[src/pixel_filter_consts.svh]
`ifndef PIXEL_FILTER_CONSTS_SVH
`define PIXEL_FILTER_CONSTS_SVH

// channel widths
`define PF_CHAN_W   8
`define PF_OUT_W    4
// signed working width, covers -255 .. 510
`define PF_WIDE_W   10
`define PF_MODE_W   4

// saturation ceiling of one 8-bit channel
`define PF_CHAN_MAX 255

// point operation codes, 8..15 fall through to passthrough
`define PF_MODE_GRAY   4'd0
`define PF_MODE_BRIGHT 4'd1
`define PF_MODE_DARK   4'd2
`define PF_MODE_INVERT 4'd3
`define PF_MODE_RED    4'd4
`define PF_MODE_BLUE   4'd5
`define PF_MODE_GREEN  4'd6
`define PF_MODE_PASS   4'd7

`endif

[src/pixel_filter_pkg.sv]
`default_nettype none

`include "pixel_filter_consts.svh"

package pixel_filter_pkg;

   ////////////////////////////////////////
   // scalar widths
   ////////////////////////////////////////

   typedef logic [`PF_CHAN_W-1:0]        chan_t;
   typedef logic [`PF_OUT_W-1:0]         out_chan_t;
   // signed, room for overflow and underflow
   typedef logic signed [`PF_WIDE_W-1:0] wide_t;
   typedef logic [`PF_MODE_W-1:0]        mode_t;

   ////////////////////////////////////////
   // bundles
   ////////////////////////////////////////

   // blue in the high byte, red in the low byte
   typedef struct packed {
      chan_t blue;
      chan_t green;
      chan_t red;
   } rgb_t;

   // blank_n low marks a pixel outside the visible area
   typedef struct packed {
      logic hsync;
      logic vsync;
      logic blank_n;
   } sync_t;

   // one-hot operation flags
   // chan_sel bit 2 red, bit 1 green, bit 0 blue
   typedef struct packed {
      logic       do_gray;
      logic       do_add;
      logic       do_sub;
      logic       do_invert;
      logic [2:0] chan_sel;
   } op_ctrl_t;

   // decode stage output
   typedef struct packed {
      logic     valid;
      sync_t    sync;
      rgb_t     pixel;
      op_ctrl_t op;
      chan_t    level;
   } decoded_t;

   // unclamped channel results, same order as rgb_t
   typedef struct packed {
      wide_t blue;
      wide_t green;
      wide_t red;
   } wide_rgb_t;

   // execute stage output
   typedef struct packed {
      logic      valid;
      sync_t     sync;
      wide_rgb_t rgb;
   } executed_t;

   // 4-bit colour towards the DAC
   typedef struct packed {
      out_chan_t red;
      out_chan_t green;
      out_chan_t blue;
   } rgb_out_t;

endpackage

`default_nettype wire

[src/filter_decode.sv]
`timescale 1ns/10ps
`default_nettype none

`include "pixel_filter_consts.svh"

module filter_decode (
   input  wire logic                      clock,
   input  wire logic                      reset,
   input  wire logic                      valid_i,
   input  wire pixel_filter_pkg::mode_t   mode_i,
   input  wire pixel_filter_pkg::chan_t   level_i,
   input  wire pixel_filter_pkg::rgb_t    pixel_i,
   input  wire pixel_filter_pkg::sync_t   sync_i,
   output pixel_filter_pkg::decoded_t     dec_o
);

   import pixel_filter_pkg::*;

   // operation flags for the current mode
   op_ctrl_t op_nxt;

   ////////////////////////////////////////
   // mode decode
   ////////////////////////////////////////

   always_comb begin
      // default is passthrough, no flag set
      op_nxt = '0;
      case (mode_i)
         `PF_MODE_GRAY: begin
            op_nxt.do_gray = 1'b1;
         end
         `PF_MODE_BRIGHT: begin
            // all three channels brightened
            op_nxt.do_add   = 1'b1;
            op_nxt.chan_sel = 3'b111;
         end
         `PF_MODE_DARK: begin
            op_nxt.do_sub   = 1'b1;
            op_nxt.chan_sel = 3'b111;
         end
         `PF_MODE_INVERT: begin
            op_nxt.do_invert = 1'b1;
         end
         `PF_MODE_RED: begin
            // red only
            op_nxt.do_sub   = 1'b1;
            op_nxt.chan_sel = 3'b100;
         end
         `PF_MODE_BLUE: begin
            // blue only
            op_nxt.do_sub   = 1'b1;
            op_nxt.chan_sel = 3'b001;
         end
         `PF_MODE_GREEN: begin
            // green only
            op_nxt.do_sub   = 1'b1;
            op_nxt.chan_sel = 3'b010;
         end
         `PF_MODE_PASS: begin
            op_nxt = '0;
         end
         default: begin
            // old convolution codes, pass the pixel untouched
            op_nxt = '0;
         end
      endcase
   end

   ////////////////////////////////////////
   // stage register
   ////////////////////////////////////////

   // valid and sync carry timing, cleared on reset
   always_ff @(posedge clock) begin
      if (reset) begin
         dec_o.valid <= 1'b0;
         dec_o.sync  <= '0;
      end else begin
         dec_o.valid <= valid_i;
         dec_o.sync  <= sync_i;
      end
   end

   // payload, loaded every cycle
   always_ff @(posedge clock) begin
      dec_o.pixel <= pixel_i;
      dec_o.op    <= op_nxt;
      dec_o.level <= level_i;
   end

endmodule

`default_nettype wire

[src/filter_execute.sv]
`timescale 1ns/10ps
`default_nettype none

`include "pixel_filter_consts.svh"

module filter_execute (
   input  wire logic                      clock,
   input  wire logic                      reset,
   input  wire pixel_filter_pkg::decoded_t dec_i,
   output pixel_filter_pkg::executed_t    exe_o
);

   import pixel_filter_pkg::*;

   // luma shared by all three channels
   wide_t     luma;
   // per-channel results before clamping
   wide_rgb_t rgb_nxt;

   ////////////////////////////////////////
   // helpers
   ////////////////////////////////////////

   // zero extend into the signed working width
   function automatic wide_t widen(input chan_t c);
      widen = wide_t'({2'b00, c});
   endfunction

   // one channel of the selected point operation
   // sel marks this channel for add or subtract
   function automatic wide_t point_op(
      input chan_t    c,
      input logic     sel,
      input op_ctrl_t op,
      input chan_t    level,
      input wide_t    gray
   );
      wide_t v;
      wide_t lv;
      v  = widen(c);
      lv = widen(level);
      if (op.do_gray) begin
         point_op = gray;
      end else if (op.do_invert) begin
         point_op = wide_t'(`PF_CHAN_MAX) - v;
      end else if (op.do_add && sel) begin
         // may exceed 255, clamped later
         point_op = v + lv;
      end else if (op.do_sub && sel) begin
         // may go negative, floored later
         point_op = v - lv;
      end else begin
         point_op = v;
      end
   endfunction

   ////////////////////////////////////////
   // datapath
   ////////////////////////////////////////

   // luma approx 0.28 r + 0.56 g + 0.09 b
   // each term truncated on its own, max sum 234
   always_comb begin
      luma = widen(dec_i.pixel.red >> 2)
           + widen(dec_i.pixel.red >> 5)
           + widen(dec_i.pixel.green >> 1)
           + widen(dec_i.pixel.green >> 4)
           + widen(dec_i.pixel.blue >> 4)
           + widen(dec_i.pixel.blue >> 5);
   end

   always_comb begin
      rgb_nxt.red   = point_op(dec_i.pixel.red, dec_i.op.chan_sel[2],
                               dec_i.op, dec_i.level, luma);
      rgb_nxt.green = point_op(dec_i.pixel.green, dec_i.op.chan_sel[1],
                               dec_i.op, dec_i.level, luma);
      rgb_nxt.blue  = point_op(dec_i.pixel.blue, dec_i.op.chan_sel[0],
                               dec_i.op, dec_i.level, luma);
   end

   ////////////////////////////////////////
   // stage register
   ////////////////////////////////////////

   always_ff @(posedge clock) begin
      if (reset) begin
         exe_o.valid <= 1'b0;
         exe_o.sync  <= '0;
      end else begin
         exe_o.valid <= dec_i.valid;
         exe_o.sync  <= dec_i.sync;
      end
   end

   // wide values, no clamping here
   always_ff @(posedge clock) begin
      exe_o.rgb <= rgb_nxt;
   end

endmodule

`default_nettype wire

[src/filter_result.sv]
`timescale 1ns/10ps
`default_nettype none

`include "pixel_filter_consts.svh"

module filter_result (
   input  wire logic                        clock,
   input  wire logic                        reset,
   input  wire pixel_filter_pkg::executed_t exe_i,
   output logic                             valid_o,
   output pixel_filter_pkg::sync_t          sync_o,
   output pixel_filter_pkg::rgb_out_t       rgb_o
);

   import pixel_filter_pkg::*;

   // clamped 8-bit channels
   chan_t    red_c;
   chan_t    green_c;
   chan_t    blue_c;
   // next output colour
   rgb_out_t rgb_nxt;

   ////////////////////////////////////////
   // saturation
   ////////////////////////////////////////

   // floor at 0, ceiling at 255
   function automatic chan_t clamp(input wide_t v);
      if (v < 0) begin
         clamp = '0;
      end else if (v > wide_t'(`PF_CHAN_MAX)) begin
         clamp = chan_t'(`PF_CHAN_MAX);
      end else begin
         clamp = chan_t'(v);
      end
   endfunction

   always_comb begin
      red_c   = clamp(exe_i.rgb.red);
      green_c = clamp(exe_i.rgb.green);
      blue_c  = clamp(exe_i.rgb.blue);
   end

   ////////////////////////////////////////
   // blanking and truncation
   ////////////////////////////////////////

   always_comb begin
      // keep the upper nibble of each channel
      rgb_nxt.red   = red_c[`PF_CHAN_W-1 -: `PF_OUT_W];
      rgb_nxt.green = green_c[`PF_CHAN_W-1 -: `PF_OUT_W];
      rgb_nxt.blue  = blue_c[`PF_CHAN_W-1 -: `PF_OUT_W];
      // outside the visible area the DAC must see black
      if (!exe_i.sync.blank_n) begin
         rgb_nxt = '0;
      end
   end

   ////////////////////////////////////////
   // output register
   ////////////////////////////////////////

   // sync stays aligned with its pixel, blanked or not
   always_ff @(posedge clock) begin
      if (reset) begin
         valid_o <= 1'b0;
         sync_o  <= '0;
         rgb_o   <= '0;
      end else begin
         valid_o <= exe_i.valid;
         sync_o  <= exe_i.sync;
         rgb_o   <= rgb_nxt;
      end
   end

endmodule

`default_nettype wire

[src/pixel_filter.sv]
`timescale 1ns/10ps
`default_nettype none

module pixel_filter (
   input  wire logic                      clock,
   input  wire logic                      reset,
   // pixel stream in, one pixel per valid cycle
   input  wire logic                      valid_i,
   input  wire pixel_filter_pkg::mode_t   mode_i,
   input  wire pixel_filter_pkg::chan_t   level_i,
   input  wire pixel_filter_pkg::rgb_t    pixel_i,
   input  wire pixel_filter_pkg::sync_t   sync_i,
   // filtered stream out, three cycles later
   output logic                           valid_o,
   output pixel_filter_pkg::sync_t        sync_o,
   output pixel_filter_pkg::rgb_out_t     rgb_o
);

   import pixel_filter_pkg::*;

   // stage to stage buses
   decoded_t  dec;
   executed_t exe;

   ////////////////////////////////////////
   // stage 1, mode decode
   ////////////////////////////////////////

   filter_decode u_decode (
      .clock   (clock),
      .reset   (reset),
      .valid_i (valid_i),
      .mode_i  (mode_i),
      .level_i (level_i),
      .pixel_i (pixel_i),
      .sync_i  (sync_i),
      .dec_o   (dec)
   );

   ////////////////////////////////////////
   // stage 2, arithmetic
   ////////////////////////////////////////

   // wide signed result, no saturation yet
   filter_execute u_execute (
      .clock (clock),
      .reset (reset),
      .dec_i (dec),
      .exe_o (exe)
   );

   ////////////////////////////////////////
   // stage 3, clamp and output
   ////////////////////////////////////////

   // saturate, blank, drop to 4 bits
   filter_result u_result (
      .clock   (clock),
      .reset   (reset),
      .exe_i   (exe),
      .valid_o (valid_o),
      .sync_o  (sync_o),
      .rgb_o   (rgb_o)
   );

endmodule

`default_nettype wire

[config.mk]
export PLATFORM = sky130hd
export DESIGN_NAME = pixel_filter
export DESIGN_NICKNAME = d
export VERILOG_FILES = /design/src/pixel_filter_pkg.sv /design/src/filter_decode.sv /design/src/filter_execute.sv /design/src/filter_result.sv /design/src/pixel_filter.sv
export VERILOG_INCLUDE_DIRS = /design/src
export SDC_FILE = /design/constraint.sdc
export NUM_CORES = 1
export LEC_CHECK = 0
export ABC_AREA = 1
export ABC_CLOCK_PERIOD_IN_PS = 3600
export BUFFER_PORTS_ARGS = -buffer_cell sky130_fd_sc_hd__buf_2
export CAP_MARGIN = 20
export CELL_PAD_IN_SITES_DETAIL_PLACEMENT = 0
export CELL_PAD_IN_SITES_GLOBAL_PLACEMENT = 1
export CORE_MARGIN = 2
export CORE_UTILIZATION = 39
export DETAILED_ROUTE_END_ITERATION = 16
export PLACE_DENSITY = 0.85
export SLEW_MARGIN = 20
export SYNTH_ARGS = -nofsm -noshare
export SYNTH_HDL_FRONTEND = slang
export SYNTH_SLANG_ARGS = --single-unit
[constraint.sdc]
create_clock -name clock -period 3.6 [get_ports clock]
set_clock_uncertainty 0.05 [all_clocks]
set_input_delay 1.08 -clock clock [delete_from_list [all_inputs] [get_ports clock]]
set_output_delay 1.08 -clock clock [all_outputs]
set_load 0.005 [all_outputs]
==> impl_results.md, run 1 <==
* Avg Cell Area, Syn at between 7 and 8 um^2
* Achievable Freq at around 0.25 GHz
* Rel. slew slack at 59.5%
* Worst setup path class: flip-flop to flip-flop
* Ys Warns at 0
* Max_cap viols at 0
* Critical path arrival at 4.19 ns
* Reg2reg path depth at 17
* Yosys reg bits at about 80
* Total number of vias at ~4,700
* Clock transition at path regs at ~0.07 ns
* Initial antenna violation count at 0
* PD cells at 458 nW/um^2
* Most common cell after layout, fill and taps aside: nand2_1
* Setup tns final at -4.71 ns
* Outcome: finished with violations
* Dpl cells at ~980
* First-pass GRT wire length at 22.3 mm
* Post-synthesis cell count at approximately 740
* Max Root-Sink Buffers at 2
* Pin count of the biggest net entering global routing at 17
* Post-synthesis sequential area ratio at about 30%
* Post-DP HPWL at 10.9 mm
* Violated checks: setup timing
* DP Worst Slack at -0.284 ns
* Layout cell share with drive strength beyond 1 at 20.5%
* Die Span Y at between 100 and 150 um
* Setup-failing EPs final at 18
* Worst setup EP type: flip-flop
* # clock sinks at slightly above 80
* # hold bufs at CTS at 0
* IO Pins at 58
* CTS tree: yes
* RSZ-0062 raised after global routing: true
* GPL Wtd Cong at slightly below 0.9
* Synth Cell Area at 5380 um^2
* H-tree depth at 3
* Yosys cell types at 33
* Crit start category: flip-flop
* NumNets Final at 946
* All-Layer GR Usage at between 10% and 20%
* Final Util at approximately half
* Area Overhead vs Synth at 19.8%
* Worst hold stages at 2
* Hold WS at approximately 0.35 ns
* Inserted Clock Buffers at 9
* Layout Cells excl Fill at about 1,000
* Die Wd at about 120 um
* DR iter-0 viols at approximately 180
* Fin crit period at slightly below 4 ns
* Leak pwr at around 3.5 nW
* Most frequent cells in the layout: nand2_1, inv_1, dfxtp_1
* Global route overflow at 0
* Maximum VDD drop at ~0.00021 V
* Crit path max fanout at 2
* WP data required at 3.85 ns
* Pre-antenna DRT Iters at 5
* Finished Cell Area at between 6000 and 7000 um^2
* Placed cell area at 5990 um^2
* Pwr Total at between 2 and 3 mW
* Routed Wire Length at ~13 mm
* Vias in the first global route at 4,598
* N_diodes at 0
* Max Transition Viols Final at 0
* Die area at around 15,000 um^2
* Synth Net Count at just under 900
* Remaining DRCs at 0
* CTS root buf: clkbuf_16
* Worst skew pair latency at about 0.35 ns
* Initial Util at about two fifths
* Via density at around 4.7
* Site Rows at between 40 and 50
* PortBufs at 57
* Final Hold Viols at 0
* Post-DR wirelength/cell at between 10 and 15 um
* Final period util at 110%
* Core Box Area at around 13,000 um^2
* Slew of the pin with the lowest slew margin at about 0.61 ns
* Final ANT Viol Nets at 0
* Hold Crit Class: flip-flop to flip-flop
* Final worst setup slack at -0.343 ns
synthesized netlist by cell type (all sizes together):
cell	instances	area, um^2
and2	1	6.26
buf	9	53.8
a21boi	3	22.5
dfxtp	81	1620
clkbuf	3	11.3
nand4	8	50.1
fa	18	360
nor3	3	15.0
xnor2	2	17.5
nor2	66	265
nand3	63	320
o31ai	2	15.0
a21oi	53	295
xor2	3	26.3
o211ai	3	22.5
o21ai	20	104
nand2	178	696
inv	142	533
nand3b	3	22.5
a22o	1	8.76
o21bai	1	11.3
nor4	2	12.5
ha	71	888
sequential cells by signal, indices dropped and copies added (netlist names):
name and count:
u_decode.dec_o 43, u_execute.exe_o 22, u_result.rgb_o 12, u_result.sync_o 3
u_result.valid_o 1
critical path: stages, from the launching register on:
cell and delay, ns:
dfxtp_4 0.35, ha_4 0.16, fa_2 0.56, fa_1 0.40, inv_1 0.08, fa_1 0.42, fa_1 0.49, inv_1 0.04
ha_2 0.18, fa_2 0.33, nand3_2 0.07, nand2_2 0.06, buf_4 0.13, buf_4 0.13, a21oi_2 0.14, o21ai_2 0.09
buf_4 0.14, nand2_1 0.05
path summary, 6_finish.rpt:
kind	start	endpoint	slack (ns)
max	u_decode.dec_o[20]	u_execute.exe_o[5]	-0.34
min	u_execute.exe_o[33]	u_result.valid_o	0.35
max reg2reg	u_decode.dec_o[20]	u_execute.exe_o[5]	-0.34
min reg2reg	u_execute.exe_o[33]	u_result.valid_o	0.35
report_power, final:
group          internal, mW  switching [mW]
Clock                 0.623           0.412
Combinational         0.397           0.525
Sequential            0.950          0.0431
Total                  1.97           0.980
kinds of logic after synthesis:
family                     share of synthesized area [%]
AOI/OAI and AO/OA                                   8.91
DFF                                                 30.1
xor gates and xnor gates                           0.814
and+or+nand+nor                                     25.8
adders and majority gates                           23.2
buffers and inverters                               11.1
cell type report:
class	count	area [um^2]
fill	1391	6900
multi-input combinational	501	3260
sequential	81	1630
inverter	142	533
timing repair buffer	80	465
clock buffer	9	225
tap	176	220
clock inverter	7	109
routing by layer:
| layer | up-vias | global-route usage [%] | routed length [um] |
|---|---|---|---|
| met1 | 2148 | 25.7 | 6450 |
| li1 | 2450 | - | - |
| met3 | 14 | 4.18 | 550 |
| met4 | 0 | 5.24 | 158 |
| met2 | 90 | 32.8 | 6280 |
| met5 | - | 0 | 0 |
timing repair:
item,CTS,global route
setup endpoints to repair,18,18
pin swaps,13,18
buffers inserted,2,4
resized for setup,13,8
(Power assumes the default switching activity.)
==> inputs of run 2 (changes only) <==
--- a/config.mk
+++ b/config.mk
@@ -7,15 +7,16 @@
 export NUM_CORES = 1
 export LEC_CHECK = 0
 export ABC_AREA = 1
-export ABC_CLOCK_PERIOD_IN_PS = 3600
+export ABC_CLOCK_PERIOD_IN_PS = 3800
 export BUFFER_PORTS_ARGS = -buffer_cell sky130_fd_sc_hd__buf_2
 export CAP_MARGIN = 20
 export CELL_PAD_IN_SITES_DETAIL_PLACEMENT = 0
 export CELL_PAD_IN_SITES_GLOBAL_PLACEMENT = 1
 export CORE_MARGIN = 2
-export CORE_UTILIZATION = 39
+export CORE_UTILIZATION = 43
+export CTS_BUF_LIST = sky130_fd_sc_hd__clkbuf_4 sky130_fd_sc_hd__clkbuf_8 sky130_fd_sc_hd__clkbuf_16
 export DETAILED_ROUTE_END_ITERATION = 16
-export PLACE_DENSITY = 0.85
+export PLACE_DENSITY = 0.89
 export SLEW_MARGIN = 20
 export SYNTH_ARGS = -nofsm -noshare
 export SYNTH_HDL_FRONTEND = slang
==> constraint.sdc (replaced) <==
create_clock -name clock -period 3.8 [get_ports clock]
set_clock_uncertainty 0.05 [all_clocks]
set_input_delay 1.14 -clock clock [delete_from_list [all_inputs] [get_ports clock]]
set_output_delay 1.14 -clock clock [all_outputs]
set_load 0.005 [all_outputs]
==> run 2 against run 1 <==
Net effect: the flow still finishes with violations (setup timing); sequential share of layout area is 0.39 points higher; highest routed layer unchanged; utilization is 4.1 points higher; cell area is 1.5% lower; sequential cell count stayed put; largest power group is now sequential cells.
==> impl_results.md, run 2 (same netlist as run 1, synthesis figures left out) <==
* Worst setup EP type: flip-flop
* Initial antenna violation count at 0
* Worst skew pair latency at between 0.3 and 0.4 ns
* Site Rows at 40
* Dpl cells at 961
* Setup-failing EPs final at 8
* Area Overhead vs Synth at 18.0%
* Max Transition Viols Final at 0
* Global route overflow at 0
* Pwr Total at 2.67 mW
* Worst path cell trace: ha_4, fa_2, fa_1, inv_1, fa_1, fa_1, inv_1, ha_2, fa_2, nand3_2, nand2_2, nand2_1, nand2_1, a21oi_2, nor2_2, o21bai_2, nand2_1
* PortBufs at 57
* H-tree depth at 3
* Pin count of the biggest net entering global routing at 17
* Crit start category: flip-flop
* Slowest stage cell on the critical path: fa_2
* Post-DP HPWL at 11.1 mm
* Placed cell area at 5920 um^2
* # hold bufs at CTS at 0
* Max reg flops at between 40 and 50
* Finished Cell Area at ~6300 um^2
* Die Span Y at 116 um
* Outcome: finished with violations
* Biggest regs: u_decode.dec_o: 43 flops, u_execute.exe_o: 22 flops, u_result.rgb_o: 12 flops
* DR iter-0 viols at 287
* Critical path arrival at ~4 ns
* Total number of vias at ~4,800
* Worst setup path class: flip-flop to flip-flop
* CTS tree: yes
* Worst R2R Start: u_decode.dec_o[20]
* RSZ-0062 raised after global routing: true
* CP peak stage delay at roughly 0.54 ns
* Slew of the pin with the lowest slew margin at about 0.61 ns
* NumNets Final at approximately 940
* Remaining DRCs at 0
* Hold Crit Class: flip-flop to flip-flop
* Core Box Area at roughly 12,000 um^2
* Maximum VDD drop at around 0.00027 V
* Final period util at 102%
* GPL Wtd Cong at 0.938
* Post-DR wirelength/cell at 14.2 um
* Initial Util at around 44%
* Violated checks: setup timing
* Max Root-Sink Buffers at 2
* Sequential standard cell area at 1630 um^2
* Layout cell share with drive strength beyond 1 at roughly a fifth
* WP data required at 3.97 ns
* Die Wd at between 100 and 150 um
* CTS root buf: clkbuf_16
* Vias in the first global route at ~4,800
* Achievable Freq at 0.257 GHz
* # fillers at 1,190
* Biggest register: u_decode.dec_o
* Die area at between 10,000 and 15,000 um^2
* All-Layer GR Usage at about 22%
* # clock sinks at between 80 and 90
* First-pass GRT wire length at roughly 23 mm
* Multi-input logic area at 3270 um^2
* Crit path from: u_decode.dec_o[20]
* Via density at between 4 and 5
* Cell family with most CP delay: adder cells
* Pre-antenna DRT Iters at 5
* Fin crit period at around 3.9 ns
* N_diodes at 0
* Clock transition at path regs at about 0.06 ns
* Routed Wire Length at 13.8 mm
* Most common cell after layout, fill and taps aside: nand2_1
* Rel. slew slack at about three fifths
* IO Pins at 58
* Inserted Clock Buffers at 9
* WP buf/inv at 2
* Final ANT Viol Nets at 0
* Final worst setup slack at -0.0850 ns
* Crit path max fanout at 3
* Most frequent cells in the layout: nand2_1, inv_1, dfxtp_1
* Final Hold Viols at 0
* Layout Cells excl Fill at 978
* Max_cap viols at 0
* Leak pwr at ~3.5 nW
* PD cells at 420 nW/um^2
* Hold Startpoint: u_decode.dec_o[41]
[run 2: area by class of cell]
cell class,count,share of cell area [%]
Clock inverter,5,1.30
Multi-Input combinational cell,501,51.5
Tap cell,168,3.31
Sequential cell,81,25.6
Clock buffer,9,3.55
Timing Repair Buffer,72,6.33
Inverter,142,8.40
[run 2: path summary, 6_finish.rpt]
| kind | to | slack [ns] | cells after the start |
|---|---|---|---|
| worst max-delay path | u_execute.exe_o[29] | -0.09 | 17 |
| worst min-delay path | u_execute.exe_o[32] | 0.35 | 2 |
| worst max register to register | u_execute.exe_o[29] | -0.09 | 17 |
| worst min register to register | u_execute.exe_o[32] | 0.35 | 2 |
[run 2: through the flow]
stage	TNS, ns	worst slack [ns]	hold WS [ns]	utilization, %
after floorplan	0	0.0133	0.338	-
after global placement	-0.377	-0.0758	0.339	48.9
after detailed placement	-0.723	-0.126	0.346	48.9
after CTS	-0.0619	-0.0382	0.355	51.7
after global routing	-2.45	-0.234	0.366	52.4
final	-0.317	-0.0850	0.354	52.4
[run 2: layer usage]
layer  vias up  global-route usage (%)  wire [um]
met2       126                    36.3       6530
li1       2427                       -          -
met1      2229                    28.0       6300
met3        22                    4.45        694
met5         -                       0          0
met4         0                    7.94        329
[run 2: repair_timing]
action / CTS / global route
setup buffers: 1 / 2
setup endpoints to repair: 11 / 18
gates resized for setup: 7 / 14
endpoints found under the hold margin: 0 / 0
pin swaps: 8 / 5
[run 2: report_power, final]
group	switching, mW	leakage, nW	internal, mW
clock	0.345	0.151	0.569
sequential	0.0432	0.674	0.900
combinational	0.475	2.64	0.336
[run 2: worst register-to-register path, cell delays in order, from the launching register on]
cell	delay [ns]
dfxtp_4	0.35
ha_4	0.16
fa_2	0.54
fa_1	0.40
inv_1	0.08
fa_1	0.42
fa_1	0.49
inv_1	0.04
ha_2	0.19
fa_2	0.34
nand3_2	0.07
nand2_2	0.05
nand2_1	0.06
nand2_1	0.06
a21oi_2	0.17
nor2_2	0.07
o21bai_2	0.16
nand2_1	0.08
